**config.mk**
```make
export PLATFORM = sky130hd
export DESIGN_NAME = branchUnit
export DESIGN_NICKNAME = d
export VERILOG_FILES = /design/src/hw/rvCorePkg.sv /design/src/hw/branchUnit.sv
export SDC_FILE = /design/constraint.sdc
export NUM_CORES = 1
export LEC_CHECK = 0
export BUFFER_PORTS_ARGS = -buffer_cell sky130_fd_sc_hd__buf_2
export CORE_AREA = 2 2 101 103
export DETAILED_ROUTE_END_ITERATION = 10
export DIE_AREA = 0 0 103 105
export PLACE_DENSITY = 0.95
export REMOVE_ABC_BUFFERS = 1
export SLEW_MARGIN = 40
export SYNTH_ARGS = -nofsm -noshare
export SYNTH_HDL_FRONTEND = slang
export SYNTH_SLANG_ARGS = --single-unit
```
**constraint.sdc**
```tcl
create_clock -name vclk -period 3.7
set_input_delay 0 -clock vclk [all_inputs]
set_output_delay 0 -clock vclk [all_outputs]
set_load 0.005 [all_outputs]
```
**src/hw/rvCorePkg.sv**
```systemverilog
package rvCorePkg;

    localparam int XLEN = 32;
    localparam int REG_ADDR_W = 5;

    // RV32I major opcodes handled by the core
    typedef enum logic [6:0] {
        OP     = 7'b0110011,
        OP_IMM = 7'b0010011,
        LUI    = 7'b0110111,
        AUIPC  = 7'b0010111,
        JAL    = 7'b1101111,
        JALR   = 7'b1100111,
        BRANCH = 7'b1100011
    } rvOpcode_e;

    typedef enum logic [3:0] {
        ADD, SUB, SLL, SLT, SLTU, XOR, SRL, SRA, OR, AND, PASS_B
    } aluOp_e;

    typedef enum logic [1:0] {RS1, PC, ZERO} aluSrc1_e;
    typedef enum logic [1:0] {RS2, IMM, FOUR} aluSrc2_e;

    // Coarse ALU class from decode, refined by funct3/funct7 in execute
    typedef enum logic [1:0] {CLS_ADD, CLS_IMM, CLS_REG, CLS_PASS} aluClass_e;

    typedef enum logic [2:0] {IMM_I, IMM_S, IMM_B, IMM_U, IMM_J} immSel_e;

endpackage

```
**src/hw/branchUnit.sv**
```systemverilog
module branchUnit (
    input  logic                        idValid,
    input  logic [rvCorePkg::XLEN-1:0]  idPc,
    input  logic [2:0]                  funct3,
    input  logic [rvCorePkg::XLEN-1:0]  rs1Data,
    input  logic [rvCorePkg::XLEN-1:0]  rs2Data,
    input  logic [rvCorePkg::XLEN-1:0]  immI,
    input  logic [rvCorePkg::XLEN-1:0]  immB,
    input  logic [rvCorePkg::XLEN-1:0]  immJ,
    input  logic                        jump,
    input  logic                        jumpReg,
    input  logic                        branch,
    output logic                        redirect,
    output logic [rvCorePkg::XLEN-1:0]  redirectPc
);
    import rvCorePkg::*;

    logic taken;
    logic [XLEN-1:0] regTarget;

    always_comb begin
        case (funct3)
            3'b000:  taken = rs1Data == rs2Data;
            3'b001:  taken = rs1Data != rs2Data;
            3'b100:  taken = $signed(rs1Data) < $signed(rs2Data);
            3'b101:  taken = $signed(rs1Data) >= $signed(rs2Data);
            3'b110:  taken = rs1Data < rs2Data;
            3'b111:  taken = rs1Data >= rs2Data;
            default: taken = 1'b0;
        endcase
    end

    assign regTarget = rs1Data + immI;

    always_comb begin
        if (jumpReg) begin
            redirectPc = {regTarget[XLEN-1:1], 1'b0};
        end else if (jump) begin
            redirectPc = idPc + immJ;
        end else begin
            redirectPc = idPc + immB;
        end
    end

    assign redirect = idValid && (jump || jumpReg || (branch && taken));

endmodule

```
# Word-level counts from Yosys, hierarchy flattened

Index checks and enable logic that the tools add are counted.

Register bits: 0
Output and inout port bits: 33

Mux-type cells: 3
$add $sub $neg: 3
Equal/unequal tests: 7
$lt $le $gt $ge: 4
Reductions and logical operators: 5

Operators by type and width:

| cell                                           | number |
|---|---|
| adder 32 bit                                   | 3 |
| >= comparator 32 bit                           | 2 |
| < comparator 32 bit                            | 2 |
| two-way mux 32 bit                             | 2 |
| == test 32 bit                                 | 1 |
| inequality test 32 bit                         | 1 |
| == test 3 bit (second input constant)          | 4 |
| one-hot mux 1 bit (6 select lines)             | 1 |
| == test 3 x 1 -> 1 bit (second input constant) | 1 |
| zero test 3 bit                                | 1 |
| logical AND 1 bit                              | 2 |
| logical OR 1 bit                               | 2 |

# Depth between registers and ports, before layout

Gate-level depths: netlist of run 1.

Depth after elaboration: 5
Mapped depth: 14
Mapped depth without buffers: 13

# Worst setup path after synthesis of run 1

OpenSTA, ideal clock, no wires.

Path kind: input to output
Start: in jump
End: out redirectPc[31] (netlist bit)
Cell stages on the path: 12
Slack: 783 ps
Arrival time: 2917 ps
Cells stage by stage: clkbuf_1 > clkbuf_1 > mux2_2 > ha_1 > and4_1 > a2111oi_0 > nor3_1 > and3_1 > nor3_2 > a21oi_1 > xnor2_1 > mux2i_1

Cells in the longest elaborated chain, start to end: 2

RTL lines:

| element            | RTL line         | source |
|---|---|---|
| start, declared    | branchUnit.sv:10 | `input logic jump,` |
| two-way mux 32 bit | branchUnit.sv:38 | `end else if (jump) begin` |
| two-way mux 32 bit | branchUnit.sv:36 | `if (jumpReg) begin` |
| end, declared      | branchUnit.sv:14 | `output logic [rvCorePkg::XLEN-1:0] redirectPc` |

Every way passes these cells.

# Final worst setup path of run 1

Start: in jump
End: out redirectPc[28] (netlist bit)

The elaborated chain is that of the path after synthesis.

==> results of run 1 <==
per-layer routing:
metal	GRT usage (%)	vias to the layer above
met3	2.274	40
met5	0	-
met2	46.06	258
met4	7.801	0
met1	33.41	2499
li1	-	2854
per-stage QoR:
step           util, %  std cells
6_report         62.19       1006
2_1_floorplan        -        638
3_5_place_dp     62.19       1006
5_1_grt          62.19       1006
4_1_cts          62.19       1006
3_3_place_gp     62.19       1006
critical path, stage by stage:
cell	delay (ps)
buf_2	420
mux2_2	400
ha_1	190
inv_1	70
fa_1	180
nand2b_1	170
a21oi_1	120
o21ai_1	330
o221ai_1	260
a41oi_1	340
nand2_1	130
mux2i_1	140
o41ai_1	360
nand2_1	100
buf_2	140
synthesized netlist by cell type, types with 3 or more instances:
cell | instances | area [µm²]
mux2_2 | 33 | 371.6
clkbuf_1 | 12 | 45.04
nor2b_1 | 8 | 50.05
o21bai_1 | 4 | 30.03
nand2_1 | 52 | 195.2
o21ai_1 | 3 | 15.01
a21boi_0 | 3 | 22.52
mux2i_1 | 8 | 80.08
and3_1 | 7 | 43.79
nand4_1 | 11 | 68.82
nand3_1 | 12 | 60.06
a21oi_1 | 81 | 405.4
ha_1 | 93 | 1164
o21a_1 | 5 | 37.54
nor2_1 | 41 | 153.9
inv_1 | 52 | 195.2
a211oi_1 | 4 | 30.03
or3_1 | 5 | 31.28
o41ai_1 | 3 | 26.28
a31oi_1 | 6 | 37.54
o21ai_0 | 50 | 250.2
and2_1 | 5 | 31.28
nor3_1 | 8 | 40.04
o31ai_1 | 4 | 30.03
o211ai_1 | 6 | 45.04
a21o_1 | 19 | 142.6
xnor2_1 | 25 | 219.0
o41ai_2 | 3 | 48.80
xor2_1 | 29 | 254.0
nand2b_1 | 15 | 93.84
layout make-up:
type / count / area (µm²) / share of cell area (%)
well taps: 133 / 166.4 / 2.776
repair buffers: 235 / 1184 / 19.75
inverters: 52 / 195.2 / 3.256
multi-input cells: 586 / 4449 / 74.22
logic make-up after synthesis:
logic type / count (synthesis) / share of synthesized area (%)
XOR/XNOR: 54 / 10.06
multiplexers: 41 / 9.606
adder cells (fa/ha/maj): 95 / 25.60
buffers and inverters: 67 / 5.375
AND/OR/NAND/NOR: 176 / 18.44
AO/OA/AOI/OAI: 220 / 30.92
report_power, final:
part	switching [W]	internal, W
combinational	0.000586	0.000498
clock	0	0
sequential	0	0
total	0.000586	0.000498
worst paths after layout:
kind | startpoint | slack, ps | cells past startpoint | end
worst max-delay path | jump | 350 | 15 | redirectPc[28]
worst min-delay path | branch | 360 | 4 | redirect
repair_timing:
item	in CTS	in global routing
resized for setup	0	1
endpoints found under the setup margin	0	1
setup buffers	0	0
==> qor.txt, run 1 <==
P&R area growth vs syn: 27.49%
Mapped Avg Cell Area: 7.201 µm²
# hold bufs at CTS: 0
Place WS: 265.8 ps
power per cell area: 180.9 nW/µm²
clock buffers: 0
design area: 5995 µm²
number of remaining DRC errors: 0
antenna diode count: 0
WP data arrival: 3350 ps
sequential share of the synthesized area: 0%
Final WS setup: 346.5 ps
period utilisation layout: 90.64%
IO Port Bufs: 232
fin crit period: 3354 ps
Max Slew Vio Count: 0
global-route wire length before repair: 23.96 mm
initial drt markers: 240
Die H: 105 µm
max frequency: 0.2982 GHz
Core ar.: 9639 µm²
Die Span X: 103 µm
register area: 0 µm²
drt first pass iters: 5
largest net degree at the start of global routing: 35
initial antenna violation count: 0
final WL: 14.96 mm
ANT nets after route: 0
Mapped Area: 4702 µm²
GRT Util Overall: 26.25%
endpoint class of the critical path: output port
Site Rows: 36
worst slew pin tran: 563.7 ps
met3 WL: 966 µm
outcome: finished clean
WHS: 356.0 ps
worst hold path type: in -> out
Power, Total: 0.001084 W
num sequential: 0
GR Overflow Total: 0
fillers: 879
DR top layer: met4
share of post-route cells with drive strength above 1: 32.99%
final hold violations: 0
worst vdd ir: 0.08763 mV
CP Class: in -> out
post-DP HPWL: 13.00 mm
Crit Path Max Fanout: 22
starting density of the core: 48.78%
# Max-Cap Violations: 0
Yosys Warn Count: 0
vias in the first global route: 5429
Syn Inst Count: 653
commonest non-fill, non-tap cell in the layout: buf_2
Startpoint Class: input port
Routed wire per std cell: 14.87 µm
nets: 1169
critical path data required time: 3700 ps
metal2 WL: 7.106 mm
Placed Area: 5995 µm²
leakage: 3.144 nW
GP Congestion: 0.9442
io pins: 232
Via Count: 5651
relative slew slack: 61.45%
Setup-failing EPs final: 0
vias per inst: 5.617
WL met1: 6.367 mm
RSZ-0062 raised after global routing: no
most frequent cells in the layout: buf_2, ha_1, a21oi_1, nand2_1, inv_1
Die Area: 10820 µm²
final setup TNS: 0 ps
Netlist cell types: 65
Power figures use the tool's default switching activity.
==> inputs of run 2 (changes only) <==
==> constraint.sdc (replaced) <==
create_clock -name vclk -period 3.7
set_input_delay 0.185 -clock vclk [all_inputs]
set_output_delay 0.185 -clock vclk [all_outputs]
set_load 0.005 [all_outputs]
==> run 2 against run 1 <==
Net effect: setup slack got worse by 180 ps; total power increased by 1.1%; count of clock-buffer cells in the layout unchanged; via count increased by 0.80%; hold slack improved by 400 ps; wire length increased by 0.19%; combinational power about the same; cell count about the same; critical path depth decreased by 1; global-route usage unchanged; non-clock buffer count increased by 1; final area increased by 0.98%.
==> qor.txt, run 2 (same netlist as run 1, synthesis figures left out) <==
outcome: finished clean
CP Class: in -> out
fillers: 890
ANT nets after route: 0
nets: 1170
Core ar.: 9639 µm²
global-route wire length before repair: 23.79 mm
Power, Total: 0.001096 W
post-layout util: 62.80%
vias per inst: 5.656
critical path data required time: 3510 ps
leakage: 3.161 nW
num sequential: 0
GP Congestion: 0.9425
worst vdd ir: 0.09838 mV
post-DP HPWL: 13.10 mm
Die Span X: 103 µm
Setup-failing EPs final: 0
starting density of the core: 48.78%
most frequent cells in the layout: buf_2, ha_1, a21oi_1, nand2_1, inv_1
largest net degree at the start of global routing: 33
IO Port Bufs: 232
share of post-route cells with drive strength above 1: 33.75%
final hold violations: 0
power per cell area: 181.1 nW/µm²
GRT Util Overall: 26.25%
register area: 0 µm²
WHS: 758.0 ps
# hold bufs at CTS: 0
# Max-Cap Violations: 0
fin crit period: 3535 ps
drt first pass iters: 5
Post CTS Setup Buffer Count: 0
Via Count: 5696
initial drt markers: 226
WP data arrival: 3350 ps
Die H: 105 µm
worst slew pin tran: 535.6 ps
Max Slew Vio Count: 0
P&R area growth vs syn: 28.74%
max frequency: 0.2829 GHz
io pins: 232
endpoint class of the critical path: output port
final setup TNS: 0 ps
combinational share of power: 100.0%
initial antenna violation count: 0
vias in the first global route: 5469
Clk pwr share: 0%
Routed wire per std cell: 14.88 µm
final WL: 14.99 mm
switching share of power: 53.91%
RSZ-0062 raised after global routing: no
Place WS: 109.9 ps
net switching power: 0.0005908 W
period utilisation layout: 95.53%
worst hold path type: in -> out
Seq pwr share: 0%
Int Power: 0.0005052 W
number of remaining DRC errors: 0
commonest non-fill, non-tap cell in the layout: buf_2
Final WS setup: 165.4 ps
Startpoint Class: input port
Crit Path Max Fanout: 25
relative slew slack: 63.97%
antenna diode count: 0
GR Overflow Total: 0
Site Rows: 36
Die Area: 10820 µm²
clock buffers: 0
run 2: cell types whose count changed in the layout (fill, tap and decap cells not counted):
cell	before	now
a2111oi_0	2	1
a2111oi_2	1	2
a211oi_1	4	3
a211oi_2	2	3
a41oi_1	2	1
a41oi_2	1	2
buf_12	0	1
nor4_1	2	1
nor4_2	0	1
o221ai_1	2	1
o221ai_2	0	1
o41ai_1	3	2
o41ai_2	3	4
run 2: worst max-delay path, cell delays in order:
cell and delay [ps]:
buf_2 210, buf_12 220, mux2_2 360, ha_1 370
nand4_1 190, nor4_2 330, a211oi_2 100, o221ai_2 250
a41oi_2 190, a311oi_1 320, a21oi_1 140, xor2_1 160
mux2i_1 150, buf_2 140
run 2: layout make-up:
| class | count | area (µm²) | share of cell area (%) |
|---|---|---|---|
| tap | 133 | 166.4 | 2.749 |
| inverter | 52 | 195.2 | 3.224 |
| timing repair buffer | 236 | 1204 | 19.88 |
| multi-input combinational | 586 | 4488 | 74.14 |
run 2: power by group through the flow:
| stage | Combinational [W] | Sequential [W] | Clock [W] |
|---|---|---|---|
| final | 0.00110 | 0 | 0 |
| after floorplan | 0.000687 | 0 | 0 |
| after global routing | 0.00121 | 0 | 0 |
| after global placement | 0.00104 | 0 | 0 |
| after detailed placement | 0.00107 | 0 | 0 |
| after CTS | 0.00107 | 0 | 0 |
run 2: stage by stage:
step	area, µm²	instances
5_1_grt	6053	1007
3_3_place_gp	6015	1007
3_5_place_dp	6015	1007
4_1_cts	6015	1007
6_report	6053	1007
2_1_floorplan	4644	638
run 2: repair_timing:
| item | 4_1_cts | 5_1_grt |
|---|---|---|
| hold endpoints to repair | 0 | 0 |
| setup endpoints to repair | 0 | 6 |
| resized for setup | 0 | 8 |
run 2: routing by layer:
layer / track usage (%) / up-vias / part of all wire, %
met5: 0 / - / 0
met4: 8.553 / 0 / 3.5
met1: 32.93 / 2556 / 42
met2: 46.34 / 239 / 48
li1: - / 2857 / -
met3: 2.140 / 44 / 5.8
run 2: final timing paths:
path | startpoint | slack, ps | to | depth (start not counted)
setup / recovery | jump | 170 | redirectPc[30] | 14
hold / removal | branch | 760 | redirect | 4
==> inputs of run 3 (changes only) <==
- CORE_AREA: 2 2 101 103 -> 2 2 121 123
- DIE_AREA: 0 0 103 105 -> 0 0 123 125
- PLACE_DENSITY: 0.95 -> 0.72
==> run 3 against run 2 <==
Net effect: final area is 2.0% higher; setup slack better by 110 ps; sequential share of layout area stayed put; critical path depth stayed put; largest power group unchanged; die area is 42% higher; non-clock buffer count is 8 higher; hold slack worse by 80 ps; cell count is 6.0% higher; combinational power hardly changed.
==> qor.txt, run 3 (same netlist as run 1, synthesis figures left out) <==
outcome: finished clean
most frequent cells in the layout: buf_2, ha_1, a21oi_1, nand2_1, inv_1
crit-path cells: buf_2, buf_4, mux2_2, ha_1, a21oi_1, o21ai_1, a2111oi_4, nor3_1, and3_1, nor3_2, a21oi_1, xnor2_1, mux2i_1, buf_2
period utilisation layout: 92.52%
post-DP HPWL: 14.02 mm
combinational share of power: 100.0%
vias per inst: 5.243
GR Layer Usage met1: 24.80%
Via Count: 5594
io pins: 232
Critical-path top delay cell: a2111oi_4
fin crit period: 3423 ps
final hold violations: 0
Core ar.: 14200 µm²
gr busiest metal: met2
max frequency: 0.2921 GHz
Site Rows: 44
met3 Use GR: 2.235%
WHS: 677.8 ps
Max Slew Vio Count: 0
power per cell area: 174.6 nW/µm²
num sequential: 0
worst vdd ir: 0.08300 mV
net switching power: 0.0005661 W
initial antenna violation count: 1
final WL: 15.80 mm
worst hold path type: in -> out
HP Start: idValid
largest net degree at the start of global routing: 37
register area: 0 µm²
post-layout util: 43.46%
RSZ-0062 raised after global routing: no
relative slew slack: 46.92%
critical path data required time: 3510 ps
Largest delay share family, worst path: compound AO/OA/AOI/OAI gates
global-route wire length before repair: 24.83 mm
critical path's largest stage delay: 360 ps
met2 GRT Util: 35.33%
share of post-route cells with drive strength above 1: 34.01%
Buffers & Inverters on Critical Path: 3
Die Span X: 123 µm
leakage: 3.196 nW
Die Area: 15380 µm²
CP Class: in -> out
number of remaining DRC errors: 0
vias in the first global route: 5292
nets: 1178
Die H: 125 µm
Crit Path Max Fanout: 9
Clk pwr share: 0%
commonest non-fill, non-tap cell in the layout: buf_2
Routed wire per std cell: 14.81 µm
IO Port Bufs: 232
ANT nets after route: 0
Int Power: 0.0005120 W
GR Overflow Total: 0
worst hold path cell count: 4
switching share of power: 52.51%
# Max-Cap Violations: 0
Hold EP: redirect
WP data arrival: 3240 ps
initial drt markers: 193
Seq pwr share: 0%
P&R area growth vs syn: 31.29%
drt first pass iters: 4
endpoint class of the critical path: output port
GP Congestion: 0.9053
# hold bufs at CTS: 0
Setup-failing EPs final: 0
Startpoint Class: input port
worst slew pin tran: 796.2 ps
GRT Util Overall: 19.42%
clock buffers: 0
starting density of the core: 33.10%
run 3: cell types whose count changed in the layout (fill, tap and decap cells not counted), sizes merged:
cell	before	now
buf	236	244
diode	0	1
run 3: worst max path at each step:
stage / startpoint / end / slack, ps / cells past startpoint
global placement: jump / redirectPc[31] / 20 / 14
floorplan: jump / redirectPc[31] / 1040 / 10
finish: jump / redirectPc[31] / 280 / 14
CTS: jump / redirectPc[31] / 100 / 14
detailed placement: jump / redirectPc[31] / -10 / 14
global route: jump / redirectPc[31] / 5 / 14
run 3: power groups by stage:
| stage | Sequential, W | Clock [W] | Combinational (W) |
|---|---|---|---|
| detailed placement | 0 | 0 | 0.00106 |
| global route | 0 | 0.0000000000361 | 0.00121 |
| global placement | 0 | 0 | 0.00106 |
| finish | 0 | 0.0000000000362 | 0.00108 |
| CTS | 0 | 0 | 0.00107 |
| floorplan | 0 | 0 | 0.000687 |
run 3: area by class of cell:
class              instances  area, µm²
fillers                 1534       8030
multi-input cells        586       4482
repair buffers           244       1264
well taps                184      230.2
inverters                 52      195.2
diodes                     1      2.502
run 3: stage by stage:
stage               area [µm²]  cells  total power [W]  setup TNS (ps)  setup WS [ps]
finish                    6173   1067         0.001078               0          276.8
global route              6173   1067         0.001210               0          5.433
CTS                       6132   1065         0.001071               0          95.44
detailed placement        6131   1065         0.001064          -12.07         -12.07
global placement          6131   1065         0.001055               0          18.68
floorplan                 4644    638        0.0006874               0           1038
run 3: worst min-delay path: stages:
cell and delay (ps):
buf_2 80, o21ai_0 70, o41ai_1 60, buf_2 100
run 3: repair_timing:
| item | 4_1_cts | 5_1_grt |
|---|---|---|
| setup endpoints to repair | 1 | 9 |
| gates resized for setup | 1 | 6 |
| buffers inserted | 0 | 1 |
| gates cloned | 0 | 0 |
| pin swaps | 0 | 1 |
run 3: per-layer routing:
metal,vias up,share of wire (%)
met2,204,48
met1,2499,44
met5,-,0
li1,2871,-
met4,0,1.5
met3,20,7.3
