[src/hw/rvCorePkg.sv]
package rvCorePkg;

    localparam int XLEN = 32;
    localparam int REG_ADDR_W = 5;

    // RV32I major opcodes handled by the core
    typedef enum logic [6:0] {
        OP     = 7'b0110011,
        OP_IMM = 7'b0010011,
        LUI    = 7'b0110111,
        AUIPC  = 7'b0010111,
        JAL    = 7'b1101111,
        JALR   = 7'b1100111,
        BRANCH = 7'b1100011
    } rvOpcode_e;

    typedef enum logic [3:0] {
        ADD, SUB, SLL, SLT, SLTU, XOR, SRL, SRA, OR, AND, PASS_B
    } aluOp_e;

    typedef enum logic [1:0] {RS1, PC, ZERO} aluSrc1_e;
    typedef enum logic [1:0] {RS2, IMM, FOUR} aluSrc2_e;

    // Coarse ALU class from decode, refined by funct3/funct7 in execute
    typedef enum logic [1:0] {CLS_ADD, CLS_IMM, CLS_REG, CLS_PASS} aluClass_e;

    typedef enum logic [2:0] {IMM_I, IMM_S, IMM_B, IMM_U, IMM_J} immSel_e;

endpackage

[src/hw/controlUnit.sv]
module controlUnit (
    input  logic [rvCorePkg::XLEN-1:0]  instr,
    output logic                        jump,
    output logic                        jumpReg,
    output logic                        branch,
    output logic                        regWrite,
    output rvCorePkg::aluSrc1_e         aluSrc1,
    output rvCorePkg::aluSrc2_e         aluSrc2,
    output rvCorePkg::immSel_e          immSel,
    output rvCorePkg::aluClass_e        aluOpClass
);
    import rvCorePkg::*;

    rvOpcode_e opcode;

    assign opcode = rvOpcode_e'(instr[6:0]);

    always_comb begin
        jump       = 1'b0;
        jumpReg    = 1'b0;
        branch     = 1'b0;
        regWrite   = 1'b0;
        aluSrc1    = RS1;
        aluSrc2    = RS2;
        immSel     = IMM_I;
        aluOpClass = CLS_ADD;
        case (opcode)
            OP: begin
                regWrite   = 1'b1;
                aluOpClass = CLS_REG;
            end
            OP_IMM: begin
                regWrite   = 1'b1;
                aluSrc2    = IMM;
                aluOpClass = CLS_IMM;
            end
            LUI: begin
                regWrite   = 1'b1;
                aluSrc1    = ZERO;
                aluSrc2    = IMM;
                immSel     = IMM_U;
                aluOpClass = CLS_PASS;
            end
            AUIPC: begin
                regWrite = 1'b1;
                aluSrc1  = PC;
                aluSrc2  = IMM;
                immSel   = IMM_U;
            end
            // Link value is pc + 4 for both jumps
            JAL: begin
                jump     = 1'b1;
                regWrite = 1'b1;
                aluSrc1  = PC;
                aluSrc2  = FOUR;
                immSel   = IMM_J;
            end
            JALR: begin
                jumpReg  = 1'b1;
                regWrite = 1'b1;
                aluSrc1  = PC;
                aluSrc2  = FOUR;
            end
            BRANCH: begin
                branch = 1'b1;
                immSel = IMM_B;
            end
            default: begin
                // Unknown opcode retires as a no-op
                regWrite = 1'b0;
            end
        endcase
    end

endmodule

[config.mk]
export PLATFORM = sky130hd
export DESIGN_NAME = controlUnit
export DESIGN_NICKNAME = d
export VERILOG_FILES = /design/src/hw/rvCorePkg.sv /design/src/hw/controlUnit.sv
export SDC_FILE = /design/constraint.sdc
export NUM_CORES = 1
export LEC_CHECK = 0
export BUFFER_PORTS_ARGS = -buffer_cell sky130_fd_sc_hd__buf_2
export CAP_MARGIN = 40
export CORE_AREA = 3 3 40 42
export DETAILED_ROUTE_END_ITERATION = 10
export DIE_AREA = 0 0 43 45
export PLACE_DENSITY_LB_ADDON = 0.08
export RECOVER_POWER = 50
export SYNTH_ARGS = -nofsm -noshare
export SYNTH_HDL_FRONTEND = slang
export SYNTH_SLANG_ARGS = --single-unit
export TNS_END_PERCENT = 5
[constraint.sdc]
create_clock -name vclk -period 1.87
set_clock_uncertainty 0.05 [all_clocks]
set_input_delay 0.561 -clock vclk [all_inputs]
set_output_delay 0.561 -clock vclk [all_outputs]
set_load 0.1 [all_outputs]
# Word level (Yosys, flattened, before mapping)
# Index checks and enable logic that the tools add are counted.
# word_totals
regBits,0
out_inout_bits,13
# op_classes
n_reduce_logical,5
muxes,8
eq_ne,7
# op_table
cell,count
$eq 7x7->1 const B,3
$eq 7x5->1 const B,2
$eq 7x6->1 const B,2
$pmux 3 s3,1
$pmux 2 s2,2
$pmux 2 s3,1
$reduce_or 3->1,2
$reduce_or 6->1,1
$mux 1,4
$reduce_or 2->1,2

# Longest topological paths before layout
# Gate-level depths: netlist of run 1.
# logic_depth
ltp_word,3
depth_mapped,3

# Worst setup path after synthesis of run 1
# OpenSTA, ideal clock, no wires.
# synth_path
kind,input-to-output
from,input port instr[4] (netlist bit)
to,output port immSel[2]
path_buffers,1
required_ns,1.259
arrival_time_ns,3.470
stages,3
slack_ns,-2.211
path_cell_list,nand3b_1 > nor3_1 > buf_4
# synth_via
elab_chain_cells,3
elab_cells_between_ends,6
classes_between,eq/ne: 4; mux: 1; reduce/logical: 1
# synth_lines
item,line_no,text
start: declaration,controlUnit.sv:2,"input logic [rvCorePkg::XLEN-1:0] instr,"
$eq 7x6->1 or $eq 7x5->1 (tied branches),controlUnit.sv:27,case (opcode)
$reduce_or 2->1 (no source line),n/a,
$pmux 3 s3 *,controlUnit.sv:27,
end: declaration,controlUnit.sv:9,"output rvCorePkg::immSel_e immSel,"
# Mark *: on every way between the ends. The rest lies on a longest branch, timed or not.

# Final worst setup path of run 1
# layout_path
from,input port instr[6] (netlist bit)
to,output port aluSrc2[0]
# layout_via
elab_chain_cells,3
elab_cells_between_ends,8
classes_between,eq/ne: 5; mux: 1; reduce/logical: 2
# layout_lines
item,line_no,text
"$eq 7x6->1, or another cell as far along",controlUnit.sv:27,
$reduce_or 3->1 (no source line) or $reduce_or 2->1 (tied branches),n/a,
$pmux 2 s2 *,controlUnit.sv:27,
end: declaration,controlUnit.sv:8,"output rvCorePkg::aluSrc2_e aluSrc2,"
# Marks and branches as above.

==> impl_metrics.toml, run 1 <==
[run_status]
status = "finished, violations left"
violations = "negative setup slack"

[place]
port_buffers = 20
dpl.hpwl_um = 635
dp.cells = 68
gp_congestion = 0.654

[setup_path]
cp_slowest_stage_delay_ps = 480
worstSetupEndpoint = "aluSrc2[0]"
cp_max_fo = 6
path_delay_family = "simple AND/OR/NAND/NOR gates"
cp-start-kind = "input port"
end_kind = "primary output"
path_depth = 4
slowest_stage = "or3b_4"
cp.arrival_ps = 1630
setup.worst_path.class = "in -> out"
cp.required_ps = 1260
worstPathCellList = "buf_8 > or3b_4 > a211oi_4 > buf_12"
critPathLaunch = "instr[6]"
crit_buf_inv = 2

[power]
p_leak_nw = 0.268
vdd_drop_max_mv = 0.0861
pwr-share-comb_pct = 100.0
p_seq_share_pct = 0
internal_power_w = 0.0000470
clockPowerShare_pct = 0
power_switching_w = 0.0000638
p_sw_share_pct = 57.6
power_density_mw_per_mm2 = 159

[global_routing]
grt_overflow_total = 0
grt_max_degree = 9
grt.total_usage_pct = 7.00
grt_pass1_wl_um = 1120
antenna_found_initial = 0
grt_pass1_vias = 266

[detailed_routing]
drtAntennaViolNets = 0
drc_errors = 0
met3_length_um = 57
firstDrtPassIters = 2
vias = 292
route.top_layer_used = "met3"
drt_iter0_markers = 3
m1WireLength_um = 246
wl_per_cell_um = 10.8
via_per_inst = 4.36
routed_wl_um = 725
routed-wl-met2_um = 420

[synth]
syn_area_um2 = 186
synth_compound_area_share_pct = 16.1
yosys_warnings = 0
ys_seq_area_share_pct = 0
netlist_instances = 26
synth_fa_ha_area_share_pct = 0
synthDistinctLibCells = 18
synthSimpleGateAreaFrac_pct = 66.4
synth_xor_area_share_pct = 4.70
synthMuxAreaShare_pct = 0
synth_top_family_by_area = "simple AND/OR/NAND/NOR gates"
synth_nets = 58
avgSynthCellArea_um2 = 7.17

[layout]
seq_area_um2 = 0
clkbuf_count = 0
layout.cells.non_filler = 67
seq_cell_count = 0
area.growth.synth_to_final_pct = 273
nets = 86
drive_above_1_share_pct = 82.7
antenna_cells = 0

[sta]
max_freq_ghz = 0.446
setup_ws_ps = -371
min_period_over_period_pct = 120
hold_ws_ps = 1460
final_hold_viol_count = 0
finalSetupTns_ps = -3340
tightest_slew_ps = 276
setup_violations = 13
relSlewSlack_pct = 81.6
rsz0062_at_grt = "yes"
drv_slew = 0
timing.final.crit_period_ps = 2240

[min_path]
hold_path_class = "in -> out"
hp-start = "instr[3]"

[die]
core_mm2 = 0.00128
die_w_um = 43
ios = 45
die-height_um = 45
die_area_mm2 = 0.00194
rows = 13
initial_utilization_pct = 14.5

[flow_run]
max-cap-violations = 0

[clock_tree]
post_cts_buffers = 0
[how the worst min path moves through the flow]
stage / endpoint / slack, ps / cells after the start
4_1_cts: jumpReg / 1460 / 4
6_report: jumpReg / 1460 / 4
5_1_grt: jumpReg / 1470 / 4
2_1_floorplan: immSel[1] / 1180 / 1
3_5_place_dp: jumpReg / 1500 / 4
3_3_place_gp: jumpReg / 1490 / 4
[per-stage QoR]
stage                     setup WS, ps  instance area, um^2  util, %   power, W
final                             -371                  696     54.1   0.000111
after global routing              -394                  696     54.1   0.000116
after CTS                         -355                  694     54.0   0.000110
after detailed placement          -403                  653     50.8   0.000102
after global placement            -386                  653     50.8   0.000101
after floorplan                   -847                  275        -  0.0000535
[cell families after synthesis]
family	Yosys count
xor+xnor	1
buf+inv	5
compound gates	4
simple gates	16
[final cells by class]
class	instances	area (um^2)
Multi-Input combinational cell	21	265
Fill cell	106	589
Inverter	3	11.3
Timing Repair Buffer	28	400
Tap cell	15	18.8
[repair_timing]
action | in CTS | in global routing
pin swaps | 4 | 3
endpoints found under the hold margin | 0 | 0
resized for setup | 9 | 4
setup endpoints to repair | 13 | 13
hold buffers | 0 | 0
[layout by cell type (no fill, tap or decap), drive strengths merged]
cell type / netlist / layout
a211oi: 2 / 2
xor2: 1 / 1
nand3b: 2 / 2
nand4b: 1 / 1
or3b: 1 / 1
nor3: 6 / 6
nor2: 1 / 1
or4b: 1 / 1
inv: 3 / 3
nor4: 1 / 1
a21oi: 2 / 2
nand3: 1 / 1
buf: 2 / 28
nand4bb: 1 / 1
nand2: 1 / 1
[per-layer routing]
metal | global-route usage (%) | vias up
li1 | - | 147
met1 | 7.73 | 134
met2 | 15.0 | 11
met3 | 0.797 | 0
met4 | 0 | 0
met5 | 0 | -
[cell usage after synthesis (all sizes together)]
| library cell | number | area share [%] |
|---|---|---|
| xor2 | 1 | 4.7 |
| nand2 | 1 | 2.0 |
| nand3 | 1 | 2.7 |
| nand3b | 2 | 8.1 |
| or3b | 1 | 4.7 |
| a21oi | 2 | 5.4 |
| buf | 2 | 6.7 |
| nand4bb | 1 | 6.0 |
| nand4b | 1 | 4.7 |
| inv | 3 | 6.0 |
| a211oi | 2 | 11 |
| nor2 | 1 | 2.0 |
| nor3 | 6 | 24 |
| nor4 | 1 | 6.7 |
| or4b | 1 | 5.4 |
[power by group through the flow]
stage | clock network [W] | logic, W | registers [W]
floorplan | 0 | 0.0000535 | 0
global placement | 0 | 0.000101 | 0
detailed placement | 0 | 0.000102 | 0
CTS | 0 | 0.000110 | 0
global route | 0 | 0.000116 | 0
finish | 0 | 0.000111 | 0
(Power assumes the default switching activity.)
==> run 2: changes to the inputs <==
SETUP_SLACK_MARGIN = 0.05   (was default)
==> run 2 against run 1 <==
Against the previous run: the run still ends with negative setup slack left; maximum frequency increased by 0.45%; sequential share of layout area unchanged; sequential cell count unchanged; first-iteration DRC count unchanged; total power about the same; global-route usage unchanged; clock-buffer cell count unchanged; largest cell class unchanged.
==> impl_metrics.toml, run 2 (same netlist as run 1, synthesis figures left out) <==
[global_routing]
grt_pass1_wl_um = 1120
grt_pass1_vias = 266
grt_overflow_total = 0
antenna_found_initial = 0
grt.total_usage_pct = 7.00
grt_max_degree = 9

[place]
dp_slack_ps = -403
gp_congestion = 0.654
dpl.hpwl_um = 635
port_buffers = 20

[sta]
setup_violations = 13
timing.final.crit_period_ps = 2230
relSlewSlack_pct = 81.6
setup_ws_ps = -361
hold_ws_ps = 1460
min_period_over_period_pct = 119
tightest_slew_ps = 276
drv_slew = 0
final_hold_viol_count = 0
rsz0062_at_grt = "yes"
max_freq_ghz = 0.448

[setup_path]
cp_slowest_stage_delay_ps = 370
cp_max_fo = 6
slowest_stage = "or3b_4"
setup.worst_path.class = "in -> out"
end_kind = "primary output"
cp.arrival_ps = 1620
cp.required_ps = 1260
worstPathCellList = "buf_2 > or3b_4 > buf_6 > a211oi_4 > buf_12"
critPathLaunch = "instr[6]"
cp-start-kind = "input port"

[die]
rows = 13
ios = 45
core_mm2 = 0.00128
die_w_um = 43
initial_utilization_pct = 14.5
die-height_um = 45
die_area_mm2 = 0.00194

[run_status]
status = "finished, violations left"
violations = "negative setup slack"

[layout]
seq_area_um2 = 0
layout.cells.most_common = "buf_12"
multi_input_area_um2 = 265
final_cell_mix = "buf_12, buf_4, nor3_4"
fillerInstances = 105
nets = 87
clkbuf_count = 0
area.growth.synth_to_final_pct = 274
antenna_cells = 0
seq_cell_count = 0
drive_above_1_share_pct = 83.0

[min_path]
hp-start = "instr[3]"
hold_path_class = "in -> out"

[power]
p_leak_nw = 0.271
vdd_drop_max_mv = 0.0950
power_density_mw_per_mm2 = 159

[flow_run]
max-cap-violations = 0

[detailed_routing]
drtAntennaViolNets = 0
drt_iter0_markers = 3
vias = 294
drc_errors = 0
wl_per_cell_um = 10.5
firstDrtPassIters = 2
via_per_inst = 4.32
routed_wl_um = 714

[clock_tree]
cts_hold_buf = 0
[run 2: changes by cell type in the layout (fill, tap and decap cells not counted)]
cell,before,now
buf_8,2,1
buf_2,3,4
buf_6,2,3
[run 2: timing repair]
action | CTS | global route
hold endpoints to repair | 0 | 0
buffers inserted | 0 | 0
gates resized for setup | 9 | 1
endpoints found under the setup margin | 13 | 13
pin swaps | 4 | 1
[run 2: stage by stage]
step / setup TNS, ps / util, % / total power [W] / cells / cell area (um^2)
global route: -4060 / 54.2 / 0.000116 / 68 / 697
finish: -3540 / 54.2 / 0.000111 / 68 / 697
detailed placement: -4160 / 50.8 / 0.000102 / 68 / 653
CTS: -3540 / 54.0 / 0.000110 / 68 / 694
floorplan: -8620 / - / 0.0000535 / 26 / 275
global placement: -3890 / 50.8 / 0.000101 / 68 / 653
[run 2: worst max-delay path: cells and delay by family]
| family | cells | cell delay, ps |
|---|---|---|
| buffers and inverters | 3 | 490 |
| AND/OR/NAND/NOR | 1 | 370 |
| AO/OA/AOI/OAI | 1 | 190 |
[run 2: layer usage]
metal  GRT usage (%)  part of all wire [%]
met4               0                     0
met3           0.797                   8.0
met5               0                     0
met2            15.0                    56
met1            7.73                    36
[run 2: power by group]
group | internal, W | total (W) | switching (W)
registers | 0 | 0 | 0
clock network | 0 | 0 | 0
logic | 0.0000463 | 0.000111 | 0.0000643
[run 2: cell type report]
class	count	area share [%]
inverters	3	1.62
multi-input cells	21	38.1
well taps	15	2.69
repair buffers	29	57.6
[run 2: worst paths after layout]
check,end,slack (ps),depth (start not counted)
min,jumpReg,1460,4
max,aluSrc2[0],-360,5
==> run 3: changes to the inputs <==
CORE_AREA = 2 2 39 41   (was 3 3 40 42)
DIE_AREA = 0 0 41 43   (was 0 0 43 45)
==> run 3 against run 2 <==
Against the previous run: the flow still finishes with violations (negative setup slack); global-route usage rose by 2.6 points; combinational power barely moved; worst setup slack got worse by 1.7 ps; critical path depth did not move; wire length rose by 4.9%; cell count did not move; sequential share of layout area did not move; critical path type unchanged.
==> impl_metrics.toml, run 3 (same netlist as run 1, synthesis figures left out) <==
[global_routing]
grt.total_usage_pct = 9.65
grt_pass1_vias = 311
grt_overflow_total = 0
antenna_found_initial = 0
grt_max_degree = 9
grt_pass1_wl_um = 1270

[layout]
seq_area_um2 = 0
nets = 86
layout.cells.most_common = "buf_12"
antenna_cells = 0
seq_cell_count = 0
layout.cells.non_filler = 68
fin_util_pct = 50.6
final_cell_mix = "buf_12, nor3_4, buf_4"
area.growth.synth_to_final_pct = 276
clkbuf_count = 0
drive_above_1_share_pct = 80.8

[setup_path]
critPathLaunch = "instr[6]"
worstSetupEndpoint = "aluSrc2[0]"
cp_max_fo = 6
end_kind = "primary output"
worstPathCellList = "buf_2 > or3b_4 > buf_6 > a211oi_4 > buf_12"
slowest_stage = "or3b_4"
cp.required_ps = 1260
cp-start-kind = "input port"
cp_slowest_stage_delay_ps = 370
setup.worst_path.class = "in -> out"
cp.arrival_ps = 1620

[die]
initial_utilization_pct = 13.5
die-height_um = 43
die_area_mm2 = 0.00176
core_mm2 = 0.00138
rows = 14
die_w_um = 41
ios = 45

[power]
clockPowerShare_pct = 0
internal_power_w = 0.0000469
power_density_mw_per_mm2 = 159
p_seq_share_pct = 0
p_leak_nw = 0.269
p_sw_share_pct = 58.0
power_switching_w = 0.0000648
vdd_drop_max_mv = 0.0821
pwr-share-comb_pct = 100.0

[detailed_routing]
drc_errors = 0
drtAntennaViolNets = 0
wl_per_cell_um = 11.0
routed_wl_um = 749
firstDrtPassIters = 1
drt_iter0_markers = 0
vias = 299
via_per_inst = 4.40

[run_status]
status = "finished, violations left"
violations = "negative setup slack"

[flow_run]
max-cap-violations = 0

[place]
port_buffers = 20
dp.cells = 68
dpl.hpwl_um = 659
gp_congestion = 0.636
dp_slack_ps = -404

[min_path]
hold_path_class = "in -> out"

[sta]
drv_slew = 0
tightest_slew_ps = 327
timing.final.crit_period_ps = 2230
rsz0062_at_grt = "yes"
setup_violations = 13
final_hold_viol_count = 0
hold_ws_ps = 1490
min_period_over_period_pct = 119
setup_ws_ps = -362
max_freq_ghz = 0.448
relSlewSlack_pct = 78.1

[clock_tree]
cts_hold_buf = 0
post_cts_buffers = 0
## run 3: cell types whose count changed in the layout (fill, tap and decap cells not counted), sizes merged
cell and change:
buf -1
## run 3: area by class of cell
class | count | area [um^2]
timing repair buffer | 28 | 398
multi-input combinational | 21 | 272
fill | 132 | 683
tap | 16 | 20.0
inverter | 3 | 11.3
## run 3: repair_timing
action / in CTS / in global routing
pin swaps: 4 / 1
endpoints found under the setup margin: 13 / 13
resized for setup: 9 / 2
## run 3: power groups by stage
stage	Sequential, W	Combinational (W)	Clock [W]
finish	0	0.000112	0
global route	0	0.000118	0
CTS	0	0.000110	0
detailed placement	0	0.000102	0
global placement	0	0.000100	0
floorplan	0	0.0000535	0
## run 3: worst min-delay path by stage
stage                         from    endpoint  slack (ps)  cells past startpoint
after floorplan           instr[3]   immSel[1]        1180                      1
after global placement    instr[5]  aluSrc2[0]        1530                      4
after detailed placement  instr[5]  aluSrc2[0]        1530                      4
after CTS                 instr[3]  aluSrc1[0]        1490                      4
after global routing      instr[3]  aluSrc1[0]        1510                      4
final                     instr[3]  aluSrc1[0]        1490                      4
## run 3: stage by stage
step	cell area [um^2]	setup TNS, ps	total power (W)
after floorplan	275	-8620	0.0000535
after global placement	647	-3920	0.000100
after detailed placement	647	-4080	0.000102
after CTS	687	-3660	0.000110
after global routing	701	-4000	0.000118
final	701	-3480	0.000112
## run 3: routing by layer
metal	vias up	global-route usage, %	part of all wire, %
li1	147	-	-
met1	142	13.2	38
met2	10	16.9	59
met3	0	0.524	3.1
met4	0	0	0
met5	-	0	0
## run 3: worst max-delay path, delay by kind of cell
family                 cells  cell delay [ps]
buffers and inverters      3              490
AOI/OAI and AO/OA          1              200
and+or+nand+nor            1              370
